File: config.mk
export PLATFORM = sky130hd
export DESIGN_NAME = hdd_bus_decode
export DESIGN_NICKNAME = d
export VERILOG_FILES = /design/src/logic/hdd_pkg.sv /design/src/logic/hdd_bus_decode.sv
export SDC_FILE = /design/constraint.sdc
export NUM_CORES = 1
export LEC_CHECK = 0
export BUFFER_PORTS_ARGS = -buffer_cell sky130_fd_sc_hd__buf_2
export CORE_MARGIN = 2
export CORE_UTILIZATION = 29
export CTS_CLUSTER_DIAMETER = 100
export DETAILED_ROUTE_END_ITERATION = 8
export SYNTH_ARGS = -nofsm -noshare
export SYNTH_HDL_FRONTEND = slang
export SYNTH_SLANG_ARGS = --single-unit
File: constraint.sdc
create_clock -name CLK_14M -period 2.55 [get_ports CLK_14M]
set_clock_uncertainty 0.05 [all_clocks]
set_input_delay 0.255 -clock CLK_14M [delete_from_list [all_inputs] [get_ports CLK_14M]]
set_output_delay 0.255 -clock CLK_14M [all_outputs]
set_load 0.1 [all_outputs]
File: src/logic/hdd_pkg.sv
/*
 * Shared types and constants of the ProDOS block-device controller
 * Offsets 9 to 15 of the device window decode to reg_none and are ignored
 * The command register keeps any byte, so only the listed codes have meaning
 */
package hdd_pkg;

    // ------------------------------------------------------------------------
    // Sector buffer geometry
    // ------------------------------------------------------------------------
    localparam int sector_addr_w = 9;
    localparam int sector_bytes  = 512;

    // Register offsets inside the slot device window
    typedef enum logic [3:0] {
        reg_execute   = 4'h0,
        reg_status    = 4'h1,
        reg_command   = 4'h2,
        reg_unit      = 4'h3,
        reg_mem_lo    = 4'h4,
        reg_mem_hi    = 4'h5,
        reg_blk_lo    = 4'h6,
        reg_blk_hi    = 4'h7,
        reg_next_byte = 4'h8,
        reg_none      = 4'hF
    } hdd_reg_e;

    // ProDOS command codes
    typedef enum logic [7:0] {
        cmd_status = 8'h00,
        cmd_read   = 8'h01,
        cmd_write  = 8'h02,
        cmd_format = 8'h03
    } hdd_cmd_e;

    // Status register values
    localparam logic [7:0] status_ok      = 8'h00;
    localparam logic [7:0] status_error   = 8'h01;
    localparam logic [7:0] status_busy    = 8'h80;
    // Write protect code, seen only as execute read data
    localparam logic [7:0] status_protect = 8'h2B;

    // ------------------------------------------------------------------------
    // Structs between the stages
    // ------------------------------------------------------------------------
    // One decoded CPU access, valid for a single cycle
    // Active follows device_select so the result stage knows when it ends
    typedef struct packed {
        logic       valid;
        logic       active;
        hdd_reg_e   reg_id;
        logic       is_read;
        logic [7:0] wdata;
    } bus_access_t;

    typedef enum logic {
        op_read_block  = 1'b0,
        op_write_block = 1'b1
    } host_op_e;

    // Request to the host, held stable while req is high
    typedef struct packed {
        host_op_e    op;
        logic        unit;
        logic [15:0] block;
    } host_req_t;

    // Engine commands to the sector buffer
    typedef struct packed {
        logic       ptr_clear;
        logic       ptr_step;
        logic       cpu_we;
        logic [7:0] cpu_wdata;
        logic       arm_prefetch;
    } buf_ctl_t;

    // Register view for CPU reads
    typedef struct packed {
        logic [7:0] command;
        logic [7:0] unit;
        logic [7:0] mem_lo;
        logic [7:0] mem_hi;
        logic [7:0] blk_lo;
        logic [7:0] blk_hi;
    } hdd_regs_t;

endpackage
File: src/logic/hdd_bus_decode.sv
/*
 * CPU access detect for the device window
 * One access per rising edge of device_select, addr and data sampled there
 * Accesses must be at least 4 cycles apart
 */
module hdd_bus_decode (
    input  logic                 CLK_14M,
    input  logic                 RESET,
    input  logic                 device_select,
    input  logic [3:0]           addr,
    input  logic                 rd,
    input  logic [7:0]           data_in,
    output hdd_pkg::bus_access_t access
);

    logic              sel_d;
    logic              sel_rise;
    logic              valid_q;
    logic              active_q;
    hdd_pkg::hdd_reg_e reg_dec;
    hdd_pkg::hdd_reg_e reg_q;
    logic              rd_q;
    logic [7:0]        wdata_q;

    assign sel_rise = device_select && !sel_d;

    // Offset to register, anything past next byte is unused
    always_comb begin
        case (addr)
            4'h0:    reg_dec = hdd_pkg::reg_execute;
            4'h1:    reg_dec = hdd_pkg::reg_status;
            4'h2:    reg_dec = hdd_pkg::reg_command;
            4'h3:    reg_dec = hdd_pkg::reg_unit;
            4'h4:    reg_dec = hdd_pkg::reg_mem_lo;
            4'h5:    reg_dec = hdd_pkg::reg_mem_hi;
            4'h6:    reg_dec = hdd_pkg::reg_blk_lo;
            4'h7:    reg_dec = hdd_pkg::reg_blk_hi;
            4'h8:    reg_dec = hdd_pkg::reg_next_byte;
            default: reg_dec = hdd_pkg::reg_none;
        endcase
    end

    // Edge detect and the access window
    always_ff @(posedge CLK_14M) begin
        if (RESET) begin
            sel_d    <= 1'b0;
            valid_q  <= 1'b0;
            active_q <= 1'b0;
        end else begin
            sel_d    <= device_select;
            valid_q  <= sel_rise;
            active_q <= device_select;
        end
    end

    // Access payload, captured once per rising edge
    always_ff @(posedge CLK_14M) begin
        if (sel_rise) begin
            reg_q   <= reg_dec;
            rd_q    <= rd;
            wdata_q <= data_in;
        end
    end

    always_comb begin
        access.valid   = valid_q;
        access.active  = active_q;
        access.reg_id  = reg_q;
        access.is_read = rd_q;
        access.wdata   = wdata_q;
    end

endmodule

==> impl_metrics.toml <==
[synth]
synth_nets = 43
ys_ff_latch = 15
ys_top_cells_by_area = "edfxtp_1, dfxtp_1, buf_4, nand2b_1, o21ai_1"
avgSynthCellArea_um2 = 19.05
seq_area_frac_synth = 0.8370
synthCells = 27
synth_cell_type_count = 8
yosys_warnings = 0
synth_top_area_frac = 0.7591
synth_area_leader_cell = "edfxtp_1"
syn_area_um2 = 514.2

[timing]
hold_viol_final = 0
relSlewSlack = 0.6765
fin_setup_tns_ps = 0
max_freq_mhz = 715.4
tightestPinTransition_ps = 488.7
rsz0062_at_grt = "false"
drv_slew = 0
min_period_over_period = 0.5482
period_minus_slack_ps = 1398
setup_viol = 0

[clock_network]
cts_max_path_buffers = 2
h-tree-depth = 1
post_cts_buffers = 0
cts_hold_buf = 0
cts_tree = "yes"
clk_pin_slew_ps = 80
clock-sinks = 15
root_buffer = "clkbuf_4"
clkLatencyLatePin_ps = 270
post_cts_resized = 0
numCtsBuffers = 3

[drt]
ant_nets = 0
vias_per_cell = 4.187
drtIter0Drc = 1
routedWlPerCell_um = 11.49
drc = 0
wl_um = 862
drt_first_pass_iters = 2
vias = 314

[critical_path]
start_kind = "register"
cp.arrival_ps = 1090
critical_path_required_ps = 2250
worst_path_largest_cell_delay_ps = 450
cp-end-kind = "output pin"
path_max_fanout = 2
cp_top_family = "buffers and inverters"
critPathBufInv = 1
critical_path.cell_chain = "buf_2"
slowest_stage = "buf_2"
critPathLaunch = "active_q$_SDFF_PP0_"
critPathKind = "register to output pin"
r2r_start = "active_q$_SDFF_PP0_"

[flow_run]
cap_viol_max_count = 0

[power]
powerDensity_nw_per_um2 = 788.7
vdd_drop_max_mv = 0.2535
leakagePower_nw = 0.3010

[cells_and_area]
diodes = 0
nets = 75
layout_commonest_cell = "buf_2"
mostFrequentLayoutCells = "buf_2, edfxtp_1, o21ai_1, nand2b_1, clkbuf_4"
drive_above_1_share = 0.5862
multi_input_area_um2 = 61.31
stdcell_count = 75
n_fill_cell = 169
area_growth_pct = 34.06
ff_latch_area_um2 = 430.4

[hold_path]
hp-start = "RESET"
hold_class = "input port to register"

[global_route]
grt_remaining_overflow = 0
track_usage = 0.08927
grt_pass1_vias = 288
grt_max_degree = 15
antenna_found_initial = 0
grt_pass1_wl_mm = 1.193

[placement]
place_congestion = 0.6199
port_buffers = 30
place_inst = 71

[die]
die_area_um2 = 2126
rows = 15
coreArea_um2 = 1689
die_w_um = 46.11
dieHeight_um = 46.11
start_util = 0.3044
io_pins = 31

[run_status]
status = "finished, final reports clean"
## layer usage
layer	track usage	up-vias	share of wire
li1	-	156	-
met2	0.1389	25	0.48
met5	0	-	0
met1	0.09343	133	0.40
met4	0.06857	0	0
met3	0.03922	0	0.12
## cell usage after synthesis
master,count
and2b_1,1
nor2b_1,1
nand2b_1,3
buf_4,3
dfxtp_1,2
o21ai_1,3
nor2b_4,1
edfxtp_1,13
## flip-flops by register name (all words and copies together) (netlist names)
name / count
active_q: 1
rd_q: 1
reg_q: 4
valid_q: 1
wdata_q: 8
## cells by family after synthesis
family / Yosys count / share of synthesized area
flops: 15 / 0.8370
buf+inv: 3 / 0.04379
compound gates: 3 / 0.02919
simple gates: 6 / 0.09004
## area by class of cell
cell class                      count  share of cell area
Clock buffer                        4             0.03811
Tap cell                           17             0.03085
Timing Repair Buffer               30              0.2178
Sequential cell                    15              0.6243
Multi-Input combinational cell      9             0.08893
## path summary, 6_finish.rpt
check	endpoint	slack [ps]	cells past startpoint
max reg2reg	wdata_q[5]$_DFFE_PP_	1490	1
max	access[13]	1150	1
min reg2reg	reg_q[2]$_DFFE_PP_	610	1
min	active_q$_SDFF_PP0_	90	2
## power breakdown
| group | internal [mW] | switching [mW] |
|---|---|---|
| registers | 0.282 | 0.00363 |
| logic | 0.0208 | 0.110 |
| clock network | 0.0605 | 0.0671 |
| total | 0.363 | 0.180 |
## per-stage QoR
stage	cell area [µm²]	power, mW	hold slack, ps	util	setup WS [ps]
2_1_floorplan	514.2	0.3997	276.6	-	1341
3_3_place_gp	663.1	0.4219	376.5	0.3926	1458
3_5_place_dp	663.1	0.4232	377.9	0.3926	1431
4_1_cts	689.4	0.5537	80.00	0.4081	1134
5_1_grt	689.4	0.5702	78.31	0.4081	1102
6_report	689.4	0.5437	93.21	0.4081	1152
Power figures use the tool's default switching activity.
