[src/logic/hdd_pkg.sv]
/*
 * Shared types and constants of the ProDOS block-device controller
 * Offsets 9 to 15 of the device window decode to reg_none and are ignored
 * The command register keeps any byte, so only the listed codes have meaning
 */
package hdd_pkg;

    // ------------------------------------------------------------------------
    // Sector buffer geometry
    // ------------------------------------------------------------------------
    localparam int sector_addr_w = 9;
    localparam int sector_bytes  = 512;

    // Register offsets inside the slot device window
    typedef enum logic [3:0] {
        reg_execute   = 4'h0,
        reg_status    = 4'h1,
        reg_command   = 4'h2,
        reg_unit      = 4'h3,
        reg_mem_lo    = 4'h4,
        reg_mem_hi    = 4'h5,
        reg_blk_lo    = 4'h6,
        reg_blk_hi    = 4'h7,
        reg_next_byte = 4'h8,
        reg_none      = 4'hF
    } hdd_reg_e;

    // ProDOS command codes
    typedef enum logic [7:0] {
        cmd_status = 8'h00,
        cmd_read   = 8'h01,
        cmd_write  = 8'h02,
        cmd_format = 8'h03
    } hdd_cmd_e;

    // Status register values
    localparam logic [7:0] status_ok      = 8'h00;
    localparam logic [7:0] status_error   = 8'h01;
    localparam logic [7:0] status_busy    = 8'h80;
    // Write protect code, seen only as execute read data
    localparam logic [7:0] status_protect = 8'h2B;

    // ------------------------------------------------------------------------
    // Structs between the stages
    // ------------------------------------------------------------------------
    // One decoded CPU access, valid for a single cycle
    // Active follows device_select so the result stage knows when it ends
    typedef struct packed {
        logic       valid;
        logic       active;
        hdd_reg_e   reg_id;
        logic       is_read;
        logic [7:0] wdata;
    } bus_access_t;

    typedef enum logic {
        op_read_block  = 1'b0,
        op_write_block = 1'b1
    } host_op_e;

    // Request to the host, held stable while req is high
    typedef struct packed {
        host_op_e    op;
        logic        unit;
        logic [15:0] block;
    } host_req_t;

    // Engine commands to the sector buffer
    typedef struct packed {
        logic       ptr_clear;
        logic       ptr_step;
        logic       cpu_we;
        logic [7:0] cpu_wdata;
        logic       arm_prefetch;
    } buf_ctl_t;

    // Register view for CPU reads
    typedef struct packed {
        logic [7:0] command;
        logic [7:0] unit;
        logic [7:0] mem_lo;
        logic [7:0] mem_hi;
        logic [7:0] blk_lo;
        logic [7:0] blk_hi;
    } hdd_regs_t;

endpackage
[src/logic/hdd_command_engine.sv]
/*
 * Register file, command FSM and four-phase host handshake
 * Drive select is bit 7 of the unit register, so unit_count above 2 adds nothing
 * Execute while a command is still running returns status and starts nothing
 */
module hdd_command_engine #(
    parameter int unit_count = 2
) (
    input  logic                  CLK_14M,
    input  logic                  RESET,
    input  hdd_pkg::bus_access_t  access,
    input  logic [unit_count-1:0] mounted,
    input  logic [unit_count-1:0] protect,
    input  logic                  host_ack,
    output logic                  host_req,
    output hdd_pkg::host_req_t    host_cmd,
    output hdd_pkg::buf_ctl_t     buf_ctl,
    output hdd_pkg::hdd_regs_t    regs,
    output logic [7:0]            status,
    output logic [7:0]            exec_data,
    output logic                  exec_valid
);

    typedef enum logic [1:0] {
        idle,
        host_wait_ack,
        host_wait_release,
        streaming
    } state_e;

    state_e     state;
    logic [8:0] byte_count;
    logic       unit_sel;
    logic       unit_mounted;
    logic       unit_protect;
    logic       wr_access;
    logic       rd_access;
    logic       next_access;
    logic       cmd_start;
    logic       exec_start;
    logic [7:0] exec_status;

    assign unit_sel     = regs.unit[7];
    assign unit_mounted = mounted[unit_sel];
    assign unit_protect = protect[unit_sel];

    assign wr_access   = access.valid && !access.is_read;
    assign rd_access   = access.valid && access.is_read;
    assign next_access = access.valid && access.reg_id == hdd_pkg::reg_next_byte;
    assign exec_valid  = rd_access && access.reg_id == hdd_pkg::reg_execute;

    // READ or WRITE written to the command register
    assign cmd_start = wr_access && access.reg_id == hdd_pkg::reg_command
                       && (access.wdata == hdd_pkg::cmd_read
                           || access.wdata == hdd_pkg::cmd_write);

    // ------------------------------------------------------------------------
    // Execute result, decided in the access cycle
    // ------------------------------------------------------------------------
    always_comb begin
        exec_data   = status;
        exec_status = status;
        exec_start  = 1'b0;
        if (state == idle) begin
            case (hdd_pkg::hdd_cmd_e'(regs.command))
                hdd_pkg::cmd_status: begin
                    exec_status = unit_mounted ? hdd_pkg::status_ok : hdd_pkg::status_error;
                    exec_data   = exec_status;
                end
                hdd_pkg::cmd_read: begin
                    exec_start  = unit_mounted;
                    exec_status = unit_mounted ? hdd_pkg::status_busy : hdd_pkg::status_error;
                    exec_data   = exec_status;
                end
                hdd_pkg::cmd_write: begin
                    // Protect wins over the mount check
                    exec_start  = unit_mounted && !unit_protect;
                    exec_status = exec_start ? hdd_pkg::status_busy : hdd_pkg::status_error;
                    exec_data   = unit_protect ? hdd_pkg::status_protect : exec_status;
                end
                // FORMAT and unknown codes just report status
                default: ;
            endcase
        end
    end

    // Buffer control, all single cycle pulses
    always_comb begin
        buf_ctl.ptr_clear    = cmd_start;
        buf_ctl.ptr_step     = next_access;
        buf_ctl.cpu_we       = next_access && !access.is_read;
        buf_ctl.cpu_wdata    = access.wdata;
        // Byte 0 is only worth fetching once the host has filled the buffer
        buf_ctl.arm_prefetch = state == host_wait_release && !host_ack
                               && host_cmd.op == hdd_pkg::op_read_block;
    end

    // ------------------------------------------------------------------------
    // Register file and FSM
    // ------------------------------------------------------------------------
    always_ff @(posedge CLK_14M) begin
        if (RESET) begin
            regs       <= '0;
            status     <= hdd_pkg::status_ok;
            state      <= idle;
            host_req   <= 1'b0;
            byte_count <= '0;
        end else begin
            if (wr_access) begin
                case (access.reg_id)
                    hdd_pkg::reg_command: begin
                        regs.command <= access.wdata;
                        status       <= cmd_start ? hdd_pkg::status_busy : hdd_pkg::status_ok;
                    end
                    hdd_pkg::reg_unit:   regs.unit   <= access.wdata;
                    hdd_pkg::reg_mem_lo: regs.mem_lo <= access.wdata;
                    hdd_pkg::reg_mem_hi: regs.mem_hi <= access.wdata;
                    hdd_pkg::reg_blk_lo: regs.blk_lo <= access.wdata;
                    hdd_pkg::reg_blk_hi: regs.blk_hi <= access.wdata;
                    default: ;
                endcase
            end

            // Counter tracks the buffer pointer
            if (cmd_start) begin
                byte_count <= '0;
            end else if (next_access) begin
                byte_count <= byte_count + 9'd1;
            end

            case (state)
                idle: begin
                    if (exec_valid) begin
                        status <= exec_status;
                    end
                    if (exec_valid && exec_start) begin
                        host_req <= 1'b1;
                        state    <= host_wait_ack;
                    end
                end
                host_wait_ack: begin
                    // Transfer done on the host side
                    if (host_ack) begin
                        host_req <= 1'b0;
                        state    <= host_wait_release;
                    end
                end
                host_wait_release: begin
                    if (!host_ack) begin
                        if (host_cmd.op == hdd_pkg::op_write_block) begin
                            status <= hdd_pkg::status_ok;
                            state  <= idle;
                        end else begin
                            state <= streaming;
                        end
                    end
                end
                streaming: begin
                    // Last byte of the sector ends the READ
                    if (next_access && access.is_read && byte_count == 9'd511) begin
                        status <= hdd_pkg::status_ok;
                        state  <= idle;
                    end
                end
                default: state <= idle;
            endcase
        end
    end

    // Request payload, frozen from execute until the next command
    always_ff @(posedge CLK_14M) begin
        if (state == idle && exec_valid && exec_start) begin
            host_cmd.op    <= regs.command == hdd_pkg::cmd_write
                              ? hdd_pkg::op_write_block : hdd_pkg::op_read_block;
            host_cmd.unit  <= unit_sel;
            host_cmd.block <= {regs.blk_hi, regs.blk_lo};
        end
    end

endmodule

[config.mk]
export PLATFORM = sky130hd
export DESIGN_NAME = hdd_command_engine
export DESIGN_NICKNAME = d
export VERILOG_FILES = /design/src/logic/hdd_pkg.sv /design/src/logic/hdd_command_engine.sv
export SDC_FILE = /design/constraint.sdc
export NUM_CORES = 1
export LEC_CHECK = 0
export BUFFER_PORTS_ARGS = -buffer_cell sky130_fd_sc_hd__buf_2
export CAP_MARGIN = 0
export CORE_ASPECT_RATIO = 1.75
export CORE_MARGIN = 2
export CORE_UTILIZATION = 50
export DETAILED_ROUTE_END_ITERATION = 6
export GPL_TIMING_DRIVEN = 1
export PLACE_DENSITY = 0.79
export SYNTH_ARGS = -nofsm -noshare
export SYNTH_HDL_FRONTEND = slang
export SYNTH_SLANG_ARGS = --single-unit
[constraint.sdc]
create_clock -name CLK_14M -period 4.1 [get_ports CLK_14M]
set_clock_uncertainty 0.2 [all_clocks]
set_input_delay 0.615 -clock CLK_14M [delete_from_list [all_inputs] [get_ports CLK_14M]]
set_output_delay 0.615 -clock CLK_14M [all_outputs]
set_load 0.03 [all_outputs]
==> impl_metrics.csv, run 1 <==
group,metric,value,unit
timing,setup_total_negative_slack,0,ns
yosys,synthCells,354,
critical_path,r2r_cells,9,
timing,hold_violations,0,
yosys,asyncSetResetFlopFracSynth,0,%
clock_tree,cts_sinks,86,
floorplanning,fp.dieW,67.66,µm
route,via_per_inst,5.343,
clock_tree,tritoncts_clock_tree,"yes",
worst_hold_path,worstHoldStart,"regs[27]",
critical_path,cp_data_required_time,3.28,ns
clock_tree,cts-hold-fix-buffers,0,
yosys,syn-mean-instance-area,10.02,µm²
layout,antenna-diode-count,0,
layout,final_cell_count_without_fillers,545,
grt,grt_start_max_net_pins,56,
yosys,synth_top_cell_by_area,"sky130_fd_sc_hd__dfxtp_1",
yosys,synth_fp_nets,378,
power,cellPowerDensity,389.8,nW/µm²
yosys,seq_area_frac_synth,53.63,%
clock_tree,clk_latency,0.34,ns
layout,area_growth,23.18,%
floorplanning,boundaryPins,118,
layout,design.final.nets,480,
clock_tree,cts_setup_buffers,0,
placed_design,detailed_place_hpwl,5.963,mm
critical_path,worst_setup_path_endpoint,"exec_data[7]",
route,wl,8.166,mm
yosys,synth.top_cells.by_count,"sky130_fd_sc_hd__dfxtp_1 (68), sky130_fd_sc_hd__nor2_1 (49), sky130_fd_sc_hd__nand2_1 (34), sky130_fd_sc_hd__mux2i_1 (32), sky130_fd_sc_hd__a21oi_1 (23)",
yosys,yosys.area_share.adder,0.7057,%
critical_path,critPathSlowestCell,"sky130_fd_sc_hd__nor4_2",
critical_path,critical_path_class,"flop to primary output",
layout,layout_cell_share_with_drive_strength_beyond_1,31.89,%
yosys,flop_and_latch_count_out_of_synthesis,86,
route,number_of_detailed_route_iterations_in_the_first_pass,4,
layout,n_fill_cell,557,
route,route.antenna.remaining_nets,0,
yosys,ys_warn_count,0,
critical_path,endpoint_kind,"primary output",
placed_design,dpl.cell_count,529,
critical_path,crit_chain,"nor4_2 > nand4_1 > o31ai_1 > buf_2",
yosys,synthFlopType,"sky130_fd_sc_hd__dfxtp_1",
floorplanning,fp.dieH,115.4,µm
status,outcome,"completed",
timing,timing.fmax,346.8,MHz
worst_hold_path,hp-class,"flop to flop",
floorplanning,initial_core_util,51.72,%
critical_path,biggest_fanout_along_the_worst_timing_path,9,
yosys,syn-cell-area,3546,µm²
floorplanning,core-area,6857,µm²
layout,fin_area,4368,µm²
timing,grt_setup_unrepaired,"false",
placed_design,finalWeightedCongestion,0.8139,
clock_tree,worst_setup_hold_path_clk_slew,0.06,ns
yosys,cell_with_the_most_instances_after_synthesis,"sky130_fd_sc_hd__dfxtp_1",
floorplanning,floorplan.die_area,7808,µm²
yosys,synth-simple-area-share,21.00,%
floorplanning,rows,40,
grt,globalRouteTotalUtil,22.20,%
timing,post-route-min-period,2.884,ns
yosys,xor_xnor_fraction_of_synth_area,1.976,%
clock_tree,cts-root-to-sink-buffers,2,
clock_tree,cts_root_buffer,"sky130_fd_sc_hd__clkbuf_16",
grt,grt_antenna_before_repair,0,
grt,grt_pass1_vias,2674,
placed_design,placed_cell_areas,4093,µm²
route,drc,0,
yosys,synth_top_area_share,38.39,%
power,p_total,1.703,mW
placed_design,port-buffer-count,116,
power,p_leak,2.087,nW
critical_path,cp_top_family,"simple AND/OR/NAND/NOR gates",
timing,setup_violations,0,
critical_path,r2r_slack,1.76,ns
timing,slew-limit-headroom,34.84,%
critical_path,worst_setup_path_start_kind,"flop",
yosys,synth_top_family_by_area,"simple AND/OR/NAND/NOR gates",
route,wl_per_cell,14.98,µm
yosys,synth_cell_types,53,
yosys,yosys-top-cells-area,"sky130_fd_sc_hd__dfxtp_1 (38%), sky130_fd_sc_hd__edfxtp_1 (15%), sky130_fd_sc_hd__mux2i_1 (9.0%)",
timing,final_max_slew_viol_count,0,
critical_path,crit_path_max_incr_delay,0.44,ns
critical_path,regToRegEndpoint,"state[1]",
clock_tree,cts_resized,0,
grt,grt_pass1_wl,12.85,mm
timing,post-route-period-util,70.34,%
critical_path,worst-path-stages,4,
clock_tree,tritoncts.num_buffers,9,
clock_tree,h-tree-depth,3,
critical_path,critical_path_buffer_and_inverter_count,1,
route,via_count,2912,
route,drt_first_iter_violations,224,
job,number_of_maximum_capacitance_constraint_violations,0,
yosys,number_of_enable_flip_flop_cells_after_synthesis,18,
grt,globalRouteOverflowTotal,0,
critical_path,critical_path.startpoint,"regs[42]",
timing,worst_pin_slew,0.9775,ns
yosys,muxShareOfSynthArea,9.668,%
critical_path,crit-reg2reg-launch,"byte_count[0]",
power,power.ir.vdd_worst,0.0003713,V
yosys,synth_compound_area_share,8.010,%
critical_path,cp_data_arrival_time,2.07,ns
==> worst register-to-register path, cell delays in order (launching register included) <==
cell                       delay, ns
sky130_fd_sc_hd__dfxtp_1        0.36
sky130_fd_sc_hd__ha_1           0.20
sky130_fd_sc_hd__nand2_1        0.08
sky130_fd_sc_hd__nor3_1         0.21
sky130_fd_sc_hd__ha_1           0.18
sky130_fd_sc_hd__and4b_1        0.22
sky130_fd_sc_hd__a21oi_1        0.09
sky130_fd_sc_hd__a211o_1        0.32
sky130_fd_sc_hd__a221oi_2       0.24
sky130_fd_sc_hd__a211oi_1       0.07
==> power by group <==
| group | total [mW] | switching [mW] | internal (mW) |
|---|---|---|---|
| combinational | 0.0957 | 0.0679 | 0.0278 |
| sequential | 0.867 | 0.00263 | 0.864 |
| clock | 0.740 | 0.329 | 0.412 |
| total | 1.70 | 0.399 | 1.30 |
==> sequential cells by signal, indices dropped and copies added (netlist names) <==
register and cells:
regs 48, status 8, state 2, byte_count 9, host_req 1, host_cmd 18
==> layout make-up <==
class / count / area [µm²] / area share (%)
clock buffers: 9 / 225.2 / 5.156
clock inverters: 7 / 50.05 / 1.146
inverters: 5 / 18.77 / 0.4297
multi-input cells: 236 / 1471 / 33.69
flip-flops and latches: 86 / 1902 / 43.54
well taps: 84 / 105.1 / 2.406
repair buffers: 118 / 595.6 / 13.64
==> metal layers <==
| metal | vias to the layer above | GRT usage [%] | part of all wire [%] |
|---|---|---|---|
| met1 | 1369 | 25.13 | 38 |
| li1 | 1426 | - | - |
| met4 | 0 | 11.84 | 3.0 |
| met3 | 19 | 4.795 | 5.1 |
| met5 | - | 0 | 0 |
| met2 | 98 | 37.84 | 54 |
==> kinds of logic (layout without fill, tap and decap cells) <==
group | after synthesis | after routing
DFF | 86 | 86
adders and majority gates | 2 | 2
buffers and inverters | 32 | 139
AOI/OAI and AO/OA | 44 | 44
xor gates and xnor gates | 8 | 8
muxes | 34 | 34
and+or+nand+nor | 148 | 148
==> metrics by stage <==
| step | setup WS (ns) | utilization, % | hold WS (ns) |
|---|---|---|---|
| after floorplan | 1.021 | - | 0.2406 |
| after global placement | 1.317 | 59.69 | 0.2376 |
| after detailed placement | 1.311 | 59.69 | 0.2440 |
| after CTS | 1.201 | 63.70 | 0.2557 |
| after global routing | 0.9941 | 63.70 | 0.2746 |
| final | 1.216 | 63.70 | 0.2508 |
==> worst min path at each step <==
| stage | to | slack, ns | cells after the start |
|---|---|---|---|
| floorplan | byte_count[8] | 0.24 | 2 |
| global placement | host_req | 0.24 | 2 |
| detailed placement | host_cmd[8] | 0.24 | 0 |
| CTS | regs[27] | 0.26 | 2 |
| global route | host_cmd[8] | 0.27 | 0 |
| finish | regs[27] | 0.25 | 2 |
==> cell usage in the layout (no fill, tap or decap), types with 2 or more instances in the layout <==
cell type and count:
sky130_fd_sc_hd__o211ai_1 2, sky130_fd_sc_hd__mux2i_1 32, sky130_fd_sc_hd__dfxtp_1 68, sky130_fd_sc_hd__clkbuf_16 9, sky130_fd_sc_hd__mux2_2 2, sky130_fd_sc_hd__nand3_1 20
sky130_fd_sc_hd__xor2_1 3, sky130_fd_sc_hd__edfxtp_1 18, sky130_fd_sc_hd__nor3b_1 2, sky130_fd_sc_hd__clkinv_2 3, sky130_fd_sc_hd__nand2b_1 2, sky130_fd_sc_hd__buf_2 116
sky130_fd_sc_hd__and2_1 10, sky130_fd_sc_hd__nor3_1 4, sky130_fd_sc_hd__ha_1 2, sky130_fd_sc_hd__nand3b_1 2, sky130_fd_sc_hd__and3_1 6, sky130_fd_sc_hd__a21oi_1 23
sky130_fd_sc_hd__inv_1 4, sky130_fd_sc_hd__clkinv_4 3, sky130_fd_sc_hd__xnor2_1 5, sky130_fd_sc_hd__nor2_1 49, sky130_fd_sc_hd__a211o_1 3, sky130_fd_sc_hd__nor3_2 2
sky130_fd_sc_hd__buf_4 2, sky130_fd_sc_hd__nor2b_1 4, sky130_fd_sc_hd__o21ai_0 2, sky130_fd_sc_hd__a21o_1 3, sky130_fd_sc_hd__nand2_1 34, sky130_fd_sc_hd__nand4_1 2
(Power assumes the default switching activity.)
==> inputs of run 2 (changes only) <==
CORE_UTILIZATION = 45   (was 50)
PLACE_DENSITY = 0.75   (was 0.79)
clock period = 2.5 ns   (was 4.1 ns; I/O delays follow)
==> impl_metrics.csv, run 2 (same netlist as run 1, synthesis figures left out) <==
group,metric,value,unit
grt,grt_pass1_vias,2708,
power,p_leak,2.196,nW
floorplanning,rows,42,
layout,most-common-layout-cells,"sky130_fd_sc_hd__buf_2 (115), sky130_fd_sc_hd__dfxtp_1 (66), sky130_fd_sc_hd__nor2_1 (49)",
floorplanning,initial_core_util,46.54,%
power,pwr-share-clk,49.8,%
route,number_of_detailed_route_iterations_in_the_first_pass,4,
layout,area_growth,29.36,%
timing,finalHoldWorstSlack,0.1732,ns
timing,post-route-period-util,97.32,%
route,route.antenna.remaining_nets,0,
critical_path,r2r_slack,0.22,ns
route,via_count,2971,
clock_tree,cts_sinks,86,
layout,antenna-diode-count,0,
clock_tree,h-tree-depth,3,
timing,setup_violations,0,
placed_design,finalWeightedCongestion,0.7815,
critical_path,cp_data_required_time,1.92,ns
clock_tree,cts_root_buffer,"sky130_fd_sc_hd__clkbuf_16",
grt,grt_antenna_before_repair,0,
clock_tree,cts-root-to-sink-buffers,2,
layout,layout_cell_share_with_drive_strength_beyond_1,34.32,%
power,power.switching,0.6660,mW
worst_hold_path,hp-class,"input port to flop",
layout,final_cell_count_without_fillers,560,
worst_hold_path,worstHoldEndpoint,"regs[14]",
clock_tree,worst_setup_hold_path_clk_slew,0.06,ns
power,power_frac_seq,44.7,%
job,number_of_maximum_capacitance_constraint_violations,0,
timing,setup_slack_after_layout,0.06706,ns
critical_path,cp_data_arrival_time,1.86,ns
layout,biggestRegsByFlops,"regs: 48 flops, host_cmd: 18 flops, byte_count: 9 flops",
worst_hold_path,worst_hold_path.num_cells,3,
layout,largest_reg_by_ff_count,"regs",
power,power.internal,2.512,mW
timing,hold_violations,0,
route,wl_per_cell,15.46,µm
floorplanning,fp.dieW,71.10,µm
floorplanning,floorplan.die_area,8634,µm²
critical_path,r2r_cells,9,
timing,setup_total_negative_slack,0,ns
clock_tree,tritoncts.num_buffers,9,
placed_design,detailed_place_hpwl,6.416,mm
critical_path,critical_path_class,"flop to primary output",
route,drc,0,
timing,timing.fmax,411.0,MHz
power,cellPowerDensity,692.9,nW/µm²
worst_hold_path,worstHoldStart,"access[6]",
critical_path,worst_setup_path_start_kind,"flop",
placed_design,detailedPlace.worstSlack,0.1866,ns
grt,globalRouteOverflowTotal,0,
route,via_per_inst,5.305,
route,drt_first_iter_violations,193,
route,wl,8.656,mm
floorplanning,boundaryPins,118,
timing,post-route-min-period,2.433,ns
grt,grt_start_max_net_pins,36,
floorplanning,fp.dieH,121.4,µm
timing,worst_pin_slew,0.5476,ns
critical_path,biggest_fanout_along_the_worst_timing_path,4,
grt,grt_pass1_wl,13.37,mm
layout,final_core_util,60.20,%
timing,final_max_slew_viol_count,0,
power,power.share.combinational,5.5,%
power,power.share.switching,20.96,%
layout,design.final.nets,491,
layout,largest_reg_flops,48,
status,outcome,"completed",
timing,slew-limit-headroom,63.36,%
critical_path,regToRegEndpoint,"status[0]",
critical_path,crit-reg2reg-launch,"byte_count[0]",
grt,globalRouteTotalUtil,20.30,%
layout,most_common_cell_after_layout_fill_and_taps_aside,"sky130_fd_sc_hd__buf_2",
critical_path,endpoint_kind,"primary output",
placed_design,dpl.cell_count,544,
clock_tree,clk_latency,0.34,ns
power,power.ir.vdd_worst,0.0003576,V
timing,grt_setup_unrepaired,"true",
clock_tree,cts_setup_buffers,0,
clock_tree,tritoncts_clock_tree,"yes",
floorplanning,core-area,7620,µm²
placed_design,port-buffer-count,116,
-- run 2: cell types whose count changed in the layout (fill, tap and decap cells not counted), sizes merged --
cell / delta
buf: +11
clkinv: -5
bufinv: +3
clkbuf: +2
-- run 2: worst max-delay path by stage --
stage                              from           end  slack (ns)  depth (start not counted)
after floorplan                regs[39]   host_cmd[0]        0.19                          4
after detailed placement  byte_count[0]     status[0]        0.19                          9
after global placement    byte_count[0]      state[1]        0.27                          9
after CTS                      regs[42]  exec_data[0]        0.01                          6
after global routing           regs[45]  exec_data[0]       -0.02                          6
final                          regs[45]  exec_data[0]        0.07                          6
-- run 2: final cells by class --
cell class                      instances  area (µm²)
Tap cell                               88       110.1
Fill cell                             648        3033
Clock inverter                          5       103.9
Timing Repair Buffer                  129       684.4
Clock buffer                           11       254.0
Multi-Input combinational cell        236        1511
Inverter                                5       18.77
Sequential cell                        86        1904
-- run 2: metrics by stage --
stage / total power [mW] / area, µm²
after floorplan: 1.556 / 3562
after global placement: 1.619 / 4192
after detailed placement: 1.623 / 4192
after CTS: 3.200 / 4561
after global routing: 3.269 / 4587
final: 3.178 / 4587
-- run 2: per-layer routing --
metal	global-route usage, %	up-vias	routed length [µm]
li1	-	1443	-
met1	22.45	1420	3387
met2	35.11	92	4572
met3	5.150	16	411
met4	10.85	0	284
met5	0	-	0
-- run 2: what timing repair did --
action | CTS | global route
hold buffers | 0 | 0
pin swaps | 0 | 5
resized for setup | 2 | 8
setup endpoints to repair | 4 | 3
-- run 2: worst max-delay path: stages (launching register included) --
cell	delay [ns]
sky130_fd_sc_hd__dfxtp_2	0.35
sky130_fd_sc_hd__nor4_4	0.36
sky130_fd_sc_hd__and4_4	0.30
sky130_fd_sc_hd__a21oi_1	0.07
sky130_fd_sc_hd__nor2_1	0.14
sky130_fd_sc_hd__mux2_4	0.17
sky130_fd_sc_hd__buf_6	0.12
-- run 2: power by group through the flow --
stage	combinational, mW	clock, mW	sequential (mW)
2_1_floorplan	0.0933	0	1.46
3_3_place_gp	0.168	0	1.45
3_5_place_dp	0.171	0	1.45
4_1_cts	0.171	1.61	1.42
5_1_grt	0.186	1.66	1.42
6_report	0.175	1.58	1.42
