**src/logic/hdd_pkg.sv**
```systemverilog
/*
 * Shared types and constants of the ProDOS block-device controller
 * Offsets 9 to 15 of the device window decode to reg_none and are ignored
 * The command register keeps any byte, so only the listed codes have meaning
 */
package hdd_pkg;

    // ------------------------------------------------------------------------
    // Sector buffer geometry
    // ------------------------------------------------------------------------
    localparam int sector_addr_w = 9;
    localparam int sector_bytes  = 512;

    // Register offsets inside the slot device window
    typedef enum logic [3:0] {
        reg_execute   = 4'h0,
        reg_status    = 4'h1,
        reg_command   = 4'h2,
        reg_unit      = 4'h3,
        reg_mem_lo    = 4'h4,
        reg_mem_hi    = 4'h5,
        reg_blk_lo    = 4'h6,
        reg_blk_hi    = 4'h7,
        reg_next_byte = 4'h8,
        reg_none      = 4'hF
    } hdd_reg_e;

    // ProDOS command codes
    typedef enum logic [7:0] {
        cmd_status = 8'h00,
        cmd_read   = 8'h01,
        cmd_write  = 8'h02,
        cmd_format = 8'h03
    } hdd_cmd_e;

    // Status register values
    localparam logic [7:0] status_ok      = 8'h00;
    localparam logic [7:0] status_error   = 8'h01;
    localparam logic [7:0] status_busy    = 8'h80;
    // Write protect code, seen only as execute read data
    localparam logic [7:0] status_protect = 8'h2B;

    // ------------------------------------------------------------------------
    // Structs between the stages
    // ------------------------------------------------------------------------
    // One decoded CPU access, valid for a single cycle
    // Active follows device_select so the result stage knows when it ends
    typedef struct packed {
        logic       valid;
        logic       active;
        hdd_reg_e   reg_id;
        logic       is_read;
        logic [7:0] wdata;
    } bus_access_t;

    typedef enum logic {
        op_read_block  = 1'b0,
        op_write_block = 1'b1
    } host_op_e;

    // Request to the host, held stable while req is high
    typedef struct packed {
        host_op_e    op;
        logic        unit;
        logic [15:0] block;
    } host_req_t;

    // Engine commands to the sector buffer
    typedef struct packed {
        logic       ptr_clear;
        logic       ptr_step;
        logic       cpu_we;
        logic [7:0] cpu_wdata;
        logic       arm_prefetch;
    } buf_ctl_t;

    // Register view for CPU reads
    typedef struct packed {
        logic [7:0] command;
        logic [7:0] unit;
        logic [7:0] mem_lo;
        logic [7:0] mem_hi;
        logic [7:0] blk_lo;
        logic [7:0] blk_hi;
    } hdd_regs_t;

endpackage
```
**src/logic/hdd_read_mux.sv**
```systemverilog
/*
 * Registered CPU read data
 * Returns 0xFF outside an access and for write accesses
 */
module hdd_read_mux (
    input  logic                 CLK_14M,
    input  logic                 RESET,
    input  hdd_pkg::bus_access_t access,
    input  hdd_pkg::hdd_regs_t   regs,
    input  logic [7:0]           status,
    input  logic [7:0]           exec_data,
    input  logic                 exec_valid,
    input  logic [7:0]           next_data,
    output logic [7:0]           data_out
);

    logic [7:0] rd_sel;

    // Register select for plain reads
    always_comb begin
        if (exec_valid) begin
            rd_sel = exec_data;
        end else begin
            case (access.reg_id)
                hdd_pkg::reg_status:    rd_sel = status;
                hdd_pkg::reg_command:   rd_sel = regs.command;
                hdd_pkg::reg_unit:      rd_sel = regs.unit;
                hdd_pkg::reg_mem_lo:    rd_sel = regs.mem_lo;
                hdd_pkg::reg_mem_hi:    rd_sel = regs.mem_hi;
                hdd_pkg::reg_blk_lo:    rd_sel = regs.blk_lo;
                hdd_pkg::reg_blk_hi:    rd_sel = regs.blk_hi;
                hdd_pkg::reg_next_byte: rd_sel = next_data;
                default:                rd_sel = 8'hFF;
            endcase
        end
    end

    // Capture on the access cycle, hold until device_select drops
    always_ff @(posedge CLK_14M) begin
        if (RESET) begin
            data_out <= 8'hFF;
        end else if (!access.active) begin
            data_out <= 8'hFF;
        end else if (access.valid) begin
            data_out <= access.is_read ? rd_sel : 8'hFF;
        end
    end

endmodule

```
**config.mk**
```make
export PLATFORM = sky130hd
export DESIGN_NAME = hdd_read_mux
export DESIGN_NICKNAME = d
export VERILOG_FILES = /design/src/logic/hdd_pkg.sv /design/src/logic/hdd_read_mux.sv
export SDC_FILE = /design/constraint.sdc
export NUM_CORES = 1
export LEC_CHECK = 0
export ABC_CLOCK_PERIOD_IN_PS = 1200
export BUFFER_PORTS_ARGS = -buffer_cell sky130_fd_sc_hd__buf_2
export CAP_MARGIN = 20
export CORE_UTILIZATION = 33
export CTS_BUF_LIST = sky130_fd_sc_hd__clkbuf_16
export CTS_CLUSTER_SIZE = 24
export DETAILED_ROUTE_END_ITERATION = 6
export PLACE_DENSITY = 0.76
export SYNTH_ARGS = -nofsm -noshare
export SYNTH_HDL_FRONTEND = slang
export SYNTH_SLANG_ARGS = --single-unit
export TNS_END_PERCENT = 20
```
**constraint.sdc**
```tcl
create_clock -name CLK_14M -period 1.2 [get_ports CLK_14M]
set_clock_uncertainty 0.15 [all_clocks]
set_input_delay 0.06 -clock CLK_14M [delete_from_list [all_inputs] [get_ports CLK_14M]]
set_output_delay 0.06 -clock CLK_14M [all_outputs]
set_load 0.02 [all_outputs]
```
==> results of run 1 <==
layer usage:
layer	part of all wire, %	vias to the layer above
met2	50	74
met5	0	-
met4	1.4	0
met3	6.9	6
li1	-	785
met1	42	709
power groups by stage:
stage	clock (W)	sequential [W]	combinational [W]
finish	0.000575	0.000277	0.000461
detailed placement	0	0.000281	0.000395
global route	0.000588	0.000278	0.000501
floorplan	0	0.000289	0.000179
CTS	0.000571	0.000277	0.000446
global placement	0	0.000281	0.000392
how the worst max path moves through the flow:
stage,start,end,slack (ns),cells past startpoint
5_1_grt,access[10],data_out[7],-0.14,7
2_1_floorplan,access[13],data_out[0],-0.14,6
3_3_place_gp,access[11],data_out[7],-0.40,7
3_5_place_dp,access[11],data_out[7],-0.39,7
6_report,access[10],data_out[7],-0.07,7
4_1_cts,access[10],data_out[7],-0.04,7
logic make-up (layout without fill, tap and decap cells):
| kind of cell | after synthesis | in the layout |
|---|---|---|
| buf+inv | 24 | 134 |
| simple gates | 49 | 49 |
| compound gates | 60 | 60 |
| flops | 8 | 8 |
| mux | 11 | 11 |
worst max-delay path: cells and delay by family:
kind	cells	cell delay [ns]
buffers and inverters	2	0.20
AOI/OAI and AO/OA	3	0.61
and+or+nand+nor	2	0.34
synth_stat cells:
library cell / count / area (um^2)
dfxtp_1: 8 / 160.2
a2111oi_0: 5 / 43.79
a21o_1: 3 / 22.52
buf_2: 5 / 25.02
nor2b_1: 2 / 12.51
nand3b_1: 2 / 15.01
a22oi_1: 11 / 82.58
and3_1: 1 / 6.260
o22ai_1: 6 / 37.54
o221ai_1: 3 / 26.28
nand2b_1: 3 / 18.77
and4bb_2: 1 / 12.51
inv_1: 13 / 48.80
nor3b_1: 1 / 7.510
or4b_1: 1 / 10.01
nand4_1: 2 / 12.51
and3b_1: 1 / 8.760
nand3_1: 4 / 20.02
nand2_1: 11 / 41.29
o21bai_1: 3 / 22.52
mux2i_1: 11 / 110.1
nor2_2: 2 / 12.51
buf_4: 2 / 15.01
o221ai_2: 2 / 30.03
nor2_1: 18 / 67.56
clkbuf_1: 4 / 15.01
a31oi_1: 3 / 18.77
o21ai_0: 16 / 80.08
a21oi_1: 8 / 40.04
cell type report:
cell class / instances / area [um^2]
multi-input cells: 120 / 832.0
clock buffers: 3 / 75.07
well taps: 31 / 38.79
inverters: 13 / 48.80
fillers: 266 / 991.0
flip-flops and latches: 8 / 160.2
repair buffers: 118 / 706.9
stage by stage:
step                worst slack (ns)  power (W)
detailed placement           -0.3948  0.0006763
global placement             -0.3967  0.0006726
floorplan                    -0.1413  0.0004678
finish                      -0.06640   0.001313
CTS                         -0.03591   0.001294
global route                 -0.1412   0.001367
timing repair:
action                                 CTS  global route
buffers inserted                         6             0
endpoints found under the hold margin    5             0
pin swaps                                9             5
gates resized for setup                 23             6
hold buffers                             4             0
setup endpoints to repair                8             8
==> results by group, run 1 <==
Synth
  – Post-Synth XOR/XNOR Area: 0%
  – Syn Area/Cell: 6.733 um^2
  – Distinct cells, synth: 29
  – Synth Area in Simple Gates: 23.96%
  – Adder-cell share of the synthesized area: 0%
  – Net Count, Synth: 242
  – Seq/Total Area, Yosys: 15.65%
  – Largest family of logic cells by synthesized area: compound AO/OA/AOI/OAI gates
  – Post-Syn Instances: 152
  – FF+latch count, synth: 8
  – Mux cell area share after synthesis: 10.76%
  – Warnings from Yosys: 0
  – Compound-cell area share of the yosys netlist: 39.49%
  – Mapped Area: 0.001023 mm^2

Worst setup path
  – Crit Path Max Fanout: 5
  – R2r setup slk: -0.01 ns
  – R2R depth: 4
  – Startpoint types: primary input
  – Reg2reg end: data_out[2]
  – Crit path cell chain: buf_6 > buf_6 > and3b_2 > a22oi_2 > nor2_1 > a2111oi_2 > a22oi_1
  – Critical Path RT: 1.15 ns
  – Crit path max-delay cell type: a2111oi_2
  – Max stage delay on crit path: 0.31 ns
  – Most used cell, CP: buf_6
  – Setup CP Type: primary input to flop
  – Nature of the critical path endpoint: flop
  – R2r startpoint: data_out[2]
  – CP arrival: 1.22 ns

Clock tree
  – Reg clk slew, reported paths: 0.04 ns
  – CTS tree: done
  – CTS Buf Count: 3
  – Root Driver: clkbuf_16
  – Clock Latency Late Sink: 0.23 ns
  – H-tree levels: 1
  – Bufs on Longest Clock Path: 2
  – Clk sinks: 8

Route
  – Drt via density: 5.372
  – Drt wl/cell: 13.54 um
  – Drt first pass iters: 7
  – Starting DRT DRC Count: 117
  – Total routed wirelength: 3.966 mm
  – DRC violations left: 5
  – Via count: 1574
  – Post-route ant nets: 0

Die
  – Ports: 98
  – Die ar.: 0.003328 mm^2
  – Die W: 57.69 um
  – Initial Util: 35.88%
  – FP Rows: 19
  – Die height: 57.69 um
  – Core Footprint: 0.002853 mm^2

Power
  – Pwr Density: 705.2 mW/mm^2
  – P_leak: 0.9361 nW
  – Max rail drop VDD: 362.0 uV
  – Internal power: 0.0009537 W
  – Sw Share: 27.36%
  – Power share of the clock group: 43.8%
  – Sw power: 0.0003593 W
  – Reg power frac: 21.1%
  – Combinational Power Share: 35.1%

Global routing
  – GR peak layer: met2
  – Number of global-route vias before repair: 1530
  – M2 GR Usage: 41.69%
  – Initial antenna violation count: 0
  – Grt total ovfl: 0
  – Total global-route track usage: 23.46%
  – Largest net degree at the start of global routing: 19
  – M1 GR Usage: 29.77%
  – M3 GR Usage: 2.902%
  – First-pass GRT wire length: 6.223 mm

Placed design
  – GP Congestion: 0.8052
  – Detail Placement HPWL: 3.033 mm
  – Port Buffers: 89
  – Placed inst area: 0.001603 mm^2
  – Placed Cells: 281

Min path
  – Worst hold path type: primary input to flop
  – Endpoint, Worst Hold: data_out[2]
  – Hold wc startpoint: regs[18]
  – Worst Hold Depth: 3

Final layout
  – Area grow syn2layout: 81.91%
  – Final nets: 354
  – Share of cells above drive strength 1: 51.15%
  – Commonest non-fill, non-tap cells in the layout: buf_2 (86), buf_4 (21), nor2_1 (18)
  – Most common cell after layout, fill and taps aside: buf_2
  – Core Util, Final: 65.26%
  – Final design instance area without fill: 0.001862 mm^2
  – Reg with most FFs: data_out
  – Largest register FFs: 8
  – Top flop regs: data_out x8
  – Antenna Cells: 0
  – Post-Layout Cell Count: 293

STA
  – Final setup viols: 4
  – Setup tns final: -0.1836 ns
  – Tcrit/Tclk final: 105.5%
  – RSZ-0062 raised after global routing: true
  – Top achievable clock speed: 0.7896 GHz
  – WHS: -0.004373 ns
  – Slew HR: 77.54%
  – Final worst slack: -0.06640 ns
  – Worst Tran Pin Value: 0.3360 ns
  – Fin. Hold Viols: 1
  – Min Tclk post-route: 1.266 ns
  – Max-slew violations: 0

Job
  – Max Cap Viol: 0

Run status
  – Failing checks: DRC, hold timing, setup timing
  – Status: finished with violations
(Power assumes the default switching activity.)
==> run 2, diff against run 1 <==
--- a/config.mk
+++ b/config.mk
@@ -7,12 +7,11 @@
 export LEC_CHECK = 0
 export ABC_CLOCK_PERIOD_IN_PS = 1200
 export BUFFER_PORTS_ARGS = -buffer_cell sky130_fd_sc_hd__buf_2
-export CAP_MARGIN = 20
 export CORE_UTILIZATION = 33
 export CTS_BUF_LIST = sky130_fd_sc_hd__clkbuf_16
 export CTS_CLUSTER_SIZE = 24
 export DETAILED_ROUTE_END_ITERATION = 6
-export PLACE_DENSITY = 0.76
+export PLACE_DENSITY = 0.77
 export SYNTH_ARGS = -nofsm -noshare
 export SYNTH_HDL_FRONTEND = slang
 export SYNTH_SLANG_ARGS = --single-unit
==> run 2 against run 1 <==
Effect of this change: the flow finishes with violations (DRC, setup timing); critical path depth shrank 3; first-iteration DRC count down 33%; highest routed layer unchanged; clock power rose by 0.7%; combinational power down 1%; routed wire length is 6.7% higher; critical endpoint is now data_out[2]; die area stayed put; global-route usage grew 1.0 points.
==> results by group, run 2 (synthesized netlist as in run 1, its figures left out) <==
Die
  – Initial Util: 35.88%
  – Core Footprint: 0.002853 mm^2
  – Die ar.: 0.003328 mm^2
  – FP Rows: 19
  – Die height: 57.69 um
  – Ports: 98
  – Die W: 57.69 um

Worst setup path
  – Cell family with most CP delay: compound AO/OA/AOI/OAI gates
  – Buf/Inv on CP: 1
  – Crit path cell chain: inv_1 > o21ai_0 > a2111oi_2 > a22oi_1
  – Setup CP Type: flop to flop
  – Crit Path Max Fanout: 2
  – Startpoint types: flop
  – CP arrival: 1.22 ns
  – Nature of the critical path endpoint: flop
  – Max stage delay on crit path: 0.36 ns
  – Critical Path RT: 1.15 ns
  – Crit path max-delay cell type: a2111oi_2

Final layout
  – Final nets: 345
  – Antenna Cells: 0
  – Most common cell after layout, fill and taps aside: buf_2
  – Reg with most FFs: data_out
  – Top flop regs: data_out x8
  – Share of cells above drive strength 1: 52.57%
  – Largest register FFs: 8
  – Area grow syn2layout: 78.12%
  – Commonest non-fill, non-tap cells in the layout: buf_2 (86), nor2_1 (16), o21ai_0 (16)
  – Final design instance area without fill: 0.001823 mm^2
  – Fillers: 278

Run status
  – Failing checks: DRC, setup timing
  – Status: finished with violations

Job
  – Max Cap Viol: 0

Min path
  – Worst hold path type: primary input to flop

Global routing
  – GR peak layer: met2
  – Grt total ovfl: 0
  – M2 GR Usage: 41.36%
  – Initial antenna violation count: 0
  – M3 GR Usage: 3.571%
  – First-pass GRT wire length: 6.368 mm
  – Total global-route track usage: 24.49%
  – M1 GR Usage: 31.69%
  – Number of global-route vias before repair: 1478
  – Largest net degree at the start of global routing: 18

Clock tree
  – Reg clk slew, reported paths: 0.04 ns
  – Root Driver: clkbuf_16
  – CTS Buf Count: 3
  – Clk sinks: 8
  – Bufs on Longest Clock Path: 2
  – H-tree levels: 1
  – Clock Latency Late Sink: 0.24 ns
  – CTS tree: done
  – Post-CTS Repair Setup Buffers: 0

Route
  – Starting DRT DRC Count: 78
  – Post-route ant nets: 0
  – DRC violations left: 4
  – Drt wl/cell: 14.90 um
  – Drt first pass iters: 6
  – Drt via density: 5.475
  – Via count: 1555
  – Total routed wirelength: 4.233 mm

STA
  – Min Tclk post-route: 1.270 ns
  – Tcrit/Tclk final: 105.8%
  – Fin. Hold Viols: 0
  – Setup tns final: -0.06964 ns
  – RSZ-0062 raised after global routing: true
  – WHS: 0.008962 ns
  – Slew HR: 77.33%
  – Final setup viols: 1
  – Worst Tran Pin Value: 0.3395 ns
  – Final worst slack: -0.06964 ns
  – Max-slew violations: 0
  – Top achievable clock speed: 0.7876 GHz

Power
  – Pwr Density: 719.6 mW/mm^2
  – P_leak: 0.9006 nW
  – Max rail drop VDD: 392.4 uV

Placed design
  – GP Congestion: 0.8622
  – Port Buffers: 89
  – Placed inst area: 0.001595 mm^2
  – Detail Placement HPWL: 3.114 mm
==> run 2: report_power, final <==
group	internal, W	switching [W]	total, W
Combinational	0.000239	0.000217	0.000455
Clock	0.000431	0.000148	0.000579
Sequential	0.000274	0.00000416	0.000278
==> run 2: per-layer routing <==
metal | wire [um] | vias up
li1 | - | 769
met1 | 1766 | 704
met2 | 2103 | 76
met3 | 297 | 6
met4 | 65 | 0
met5 | 0 | -
==> run 2: worst paths after layout <==
path | start | to | slack (ns) | cells after the start
worst min register to register | data_out[6] | data_out[6] | 0.37 | 2
worst max-delay path | data_out[2] | data_out[2] | -0.07 | 4
worst max register to register | data_out[2] | data_out[2] | -0.07 | 4
worst min-delay path | regs[23] | data_out[7] | 0.009 | 3
==> run 2: layout make-up <==
class                      count  area, um^2  area share, %
timing repair buffer         109       640.6          35.14
clock buffer                   3       75.07          4.118
tap                           31       38.79          2.128
sequential                     8       160.2          8.785
inverter                      13       48.80          2.677
multi-input combinational    120       859.6          47.15
==> run 2: stage by stage <==
stage | setup slack, ns | utilization (%) | cells | power [W]
after floorplan | -0.1413 | - | 152 | 0.0004678
after global placement | -0.3923 | 55.92 | 280 | 0.0006719
after detailed placement | -0.4221 | 55.92 | 280 | 0.0006778
after CTS | -0.05046 | 61.40 | 286 | 0.001275
after global routing | -0.1070 | 63.90 | 284 | 0.001366
final | -0.06964 | 63.90 | 284 | 0.001312
==> run 2: what timing repair did <==
| action | in CTS | in global routing |
|---|---|---|
| pin swaps | 7 | 15 |
| hold buffers | 3 | 0 |
| endpoints found under the hold margin | 4 | 0 |
| gates resized for setup | 15 | 25 |
| endpoints found under the setup margin | 7 | 8 |
==> run 2: worst min-delay path: cells and delay by family <==
kind | cells | cell delay, ns
buf+inv | 1 | 0.09
compound gates | 2 | 0.20
==> run 3, diff against run 2 <==
--- a/config.mk
+++ b/config.mk
@@ -8,7 +8,6 @@
 export ABC_CLOCK_PERIOD_IN_PS = 1200
 export BUFFER_PORTS_ARGS = -buffer_cell sky130_fd_sc_hd__buf_2
 export CORE_UTILIZATION = 33
-export CTS_BUF_LIST = sky130_fd_sc_hd__clkbuf_16
 export CTS_CLUSTER_SIZE = 24
 export DETAILED_ROUTE_END_ITERATION = 6
 export PLACE_DENSITY = 0.77
==> constraint.sdc (replaced) <==
create_clock -name CLK_14M -period 1.2 [get_ports CLK_14M]
set_clock_uncertainty 0.15 [all_clocks]
set_input_delay 0.12 -clock CLK_14M [delete_from_list [all_inputs] [get_ports CLK_14M]]
set_output_delay 0.12 -clock CLK_14M [all_outputs]
set_load 0.02 [all_outputs]
==> run 3 against run 2 <==
Effect of this change: the run still ends with DRC, setup timing left; sequential power barely moved; setup slack improved by 0.015 ns; first-iteration DRC count fell by 18%; die area did not move; total power fell by 31%; cell count fell by 0.35%.
==> results by group, run 3 (synthesized netlist as in run 1, its figures left out) <==
Run status
  – Status: finished with violations
  – Failing checks: DRC, setup timing

Power
  – Max rail drop VDD: 223.5 uV
  – Power share of the clock group: 22.8%
  – Sw Share: 32.82%
  – P_leak: 0.8626 nW
  – Reg power frac: 30.3%
  – Pwr Density: 534.0 mW/mm^2
  – Sw power: 0.0002991 W
  – Internal power: 0.0006123 W
  – Combinational Power Share: 47.0%

STA
  – RSZ-0062 raised after global routing: true
  – Final worst slack: -0.05463 ns
  – Min Tclk post-route: 1.255 ns
  – Final setup viols: 3
  – Tcrit/Tclk final: 104.6%
  – Worst Tran Pin Value: 0.2999 ns
  – Slew HR: 79.80%
  – Max-slew violations: 0
  – Fin. Hold Viols: 0
  – WHS: 0.0008847 ns
  – Top achievable clock speed: 0.7970 GHz

Worst setup path
  – CP Capture Point: data_out[6]
  – Nature of the critical path endpoint: flop
  – Setup CP Type: primary input to flop
  – Critical Path RT: 1.19 ns
  – CP arrival: 1.24 ns
  – R2R depth: 4
  – Crit Path Max Fanout: 8
  – Worst Setup SP: access[9]
  – Reg2reg end: data_out[0]
  – R2r startpoint: data_out[0]
  – Startpoint types: primary input
  – R2r setup slk: 0 ns

Final layout
  – Share of cells above drive strength 1: 50.40%
  – Storage cell area: 160.2 um^2
  – Commonest non-fill, non-tap cells in the layout: buf_2 (87), nor2_1 (17), o21ai_0 (16), buf_4 (16), inv_1 (13)
  – Final nets: 344
  – Multi-input gate area: 825.8 um^2
  – Fillers: 300
  – Area grow syn2layout: 66.75%
  – Final design instance area without fill: 0.001707 mm^2
  – Antenna Cells: 0
  – Largest register FFs: 8
  – Most common cell after layout, fill and taps aside: buf_2
  – Top flop regs: data_out x8
  – Reg with most FFs: data_out

Placed design
  – Placed inst area: 0.001595 mm^2
  – Port Buffers: 89
  – GP Congestion: 0.8795
  – Detail Placement HPWL: 3.061 mm

Global routing
  – Initial antenna violation count: 0
  – Grt total ovfl: 0
  – First-pass GRT wire length: 6.037 mm
  – Number of global-route vias before repair: 1398
  – Largest net degree at the start of global routing: 18
  – Total global-route track usage: 23.01%

Die
  – Die W: 57.69 um
  – Die ar.: 0.003328 mm^2
  – Die height: 57.69 um
  – Core Footprint: 0.002853 mm^2
  – Ports: 98
  – Initial Util: 35.88%
  – FP Rows: 19

Clock tree
  – CTS tree: done
  – Reg clk slew, reported paths: 0.05 ns
  – CTS Buf Count: 3
  – Clk sinks: 8
  – Root Driver: clkbuf_4
  – H-tree levels: 1
  – Bufs on Longest Clock Path: 2
  – Clock Latency Late Sink: 0.26 ns

Route
  – Drt wl/cell: 13.26 um
  – Total routed wirelength: 3.752 mm
  – Via count: 1514
  – Post-route ant nets: 0
  – Drt first pass iters: 7
  – Drt via density: 5.350
  – DRC violations left: 4
  – Starting DRT DRC Count: 64

Min path
  – Worst hold path type: primary input to flop
  – Worst Hold Depth: 3

Job
  – Max Cap Viol: 0
## run 3: worst min path at each step
stage | slack (ns) | from | endpoint
floorplan | 0.14 | exec_data[5] | data_out[5]
global placement | 0.25 | exec_data[5] | data_out[5]
detailed placement | 0.26 | exec_data[6] | data_out[6]
CTS | 0.00003 | exec_data[6] | data_out[6]
global route | 0.02 | exec_data[6] | data_out[6]
finish | 0.0009 | exec_data[6] | data_out[6]
## run 3: what timing repair did
item | 4_1_cts | 5_1_grt
buffers inserted | 0 | 0
pin swaps | 4 | 11
endpoints found under the hold margin | 1 | 0
setup endpoints to repair | 8 | 8
hold buffers | 1 | 0
resized for setup | 15 | 10
## run 3: power groups by stage
stage	clock, W	combinational [W]	sequential (W)
after detailed placement	0	0.000397	0.000281
final	0.000207	0.000428	0.000276
after CTS	0.000210	0.000416	0.000276
after global placement	0	0.000391	0.000281
after floorplan	0	0.000179	0.000289
after global routing	0.000228	0.000469	0.000276
## run 3: stage by stage
| step | total power (W) | utilization, % | std cells | setup WS (ns) | setup TNS, ns |
|---|---|---|---|---|---|
| after global placement | 0.0006726 | 55.92 | 280 | -0.4297 | -2.810 |
| final | 0.0009114 | 59.82 | 283 | -0.05463 | -0.1187 |
| after global routing | 0.0009736 | 59.82 | 283 | -0.1208 | -0.5182 |
| after detailed placement | 0.0006779 | 55.92 | 280 | -0.4294 | -2.939 |
| after CTS | 0.0009007 | 58.90 | 284 | -0.1026 | -0.2439 |
| after floorplan | 0.0004678 | - | 152 | -0.2013 | -1.430 |
## run 3: area by class of cell
cell class | instances | area share [%]
multi-input cells | 120 | 48.39
well taps | 31 | 2.273
repair buffers | 108 | 35.78
clock buffers | 3 | 1.320
inverters | 13 | 2.859
flip-flops and latches | 8 | 9.384
## run 3: critical path, cell delays in order
cell	delay, ns
buf_6	0.10
or4b_4	0.60
nor2_2	0.11
a31oi_1	0.06
o221ai_2	0.17
nand3_1	0.09
## run 3: per-layer routing
| metal | vias to the layer above | GRT usage (%) | wire length, um |
|---|---|---|---|
| li1 | 764 | - | - |
| met1 | 675 | 30.54 | 1667 |
| met2 | 70 | 38.70 | 1771 |
| met3 | 5 | 3.348 | 266 |
| met4 | 0 | 7.143 | 46 |
| met5 | - | 0 | 0 |
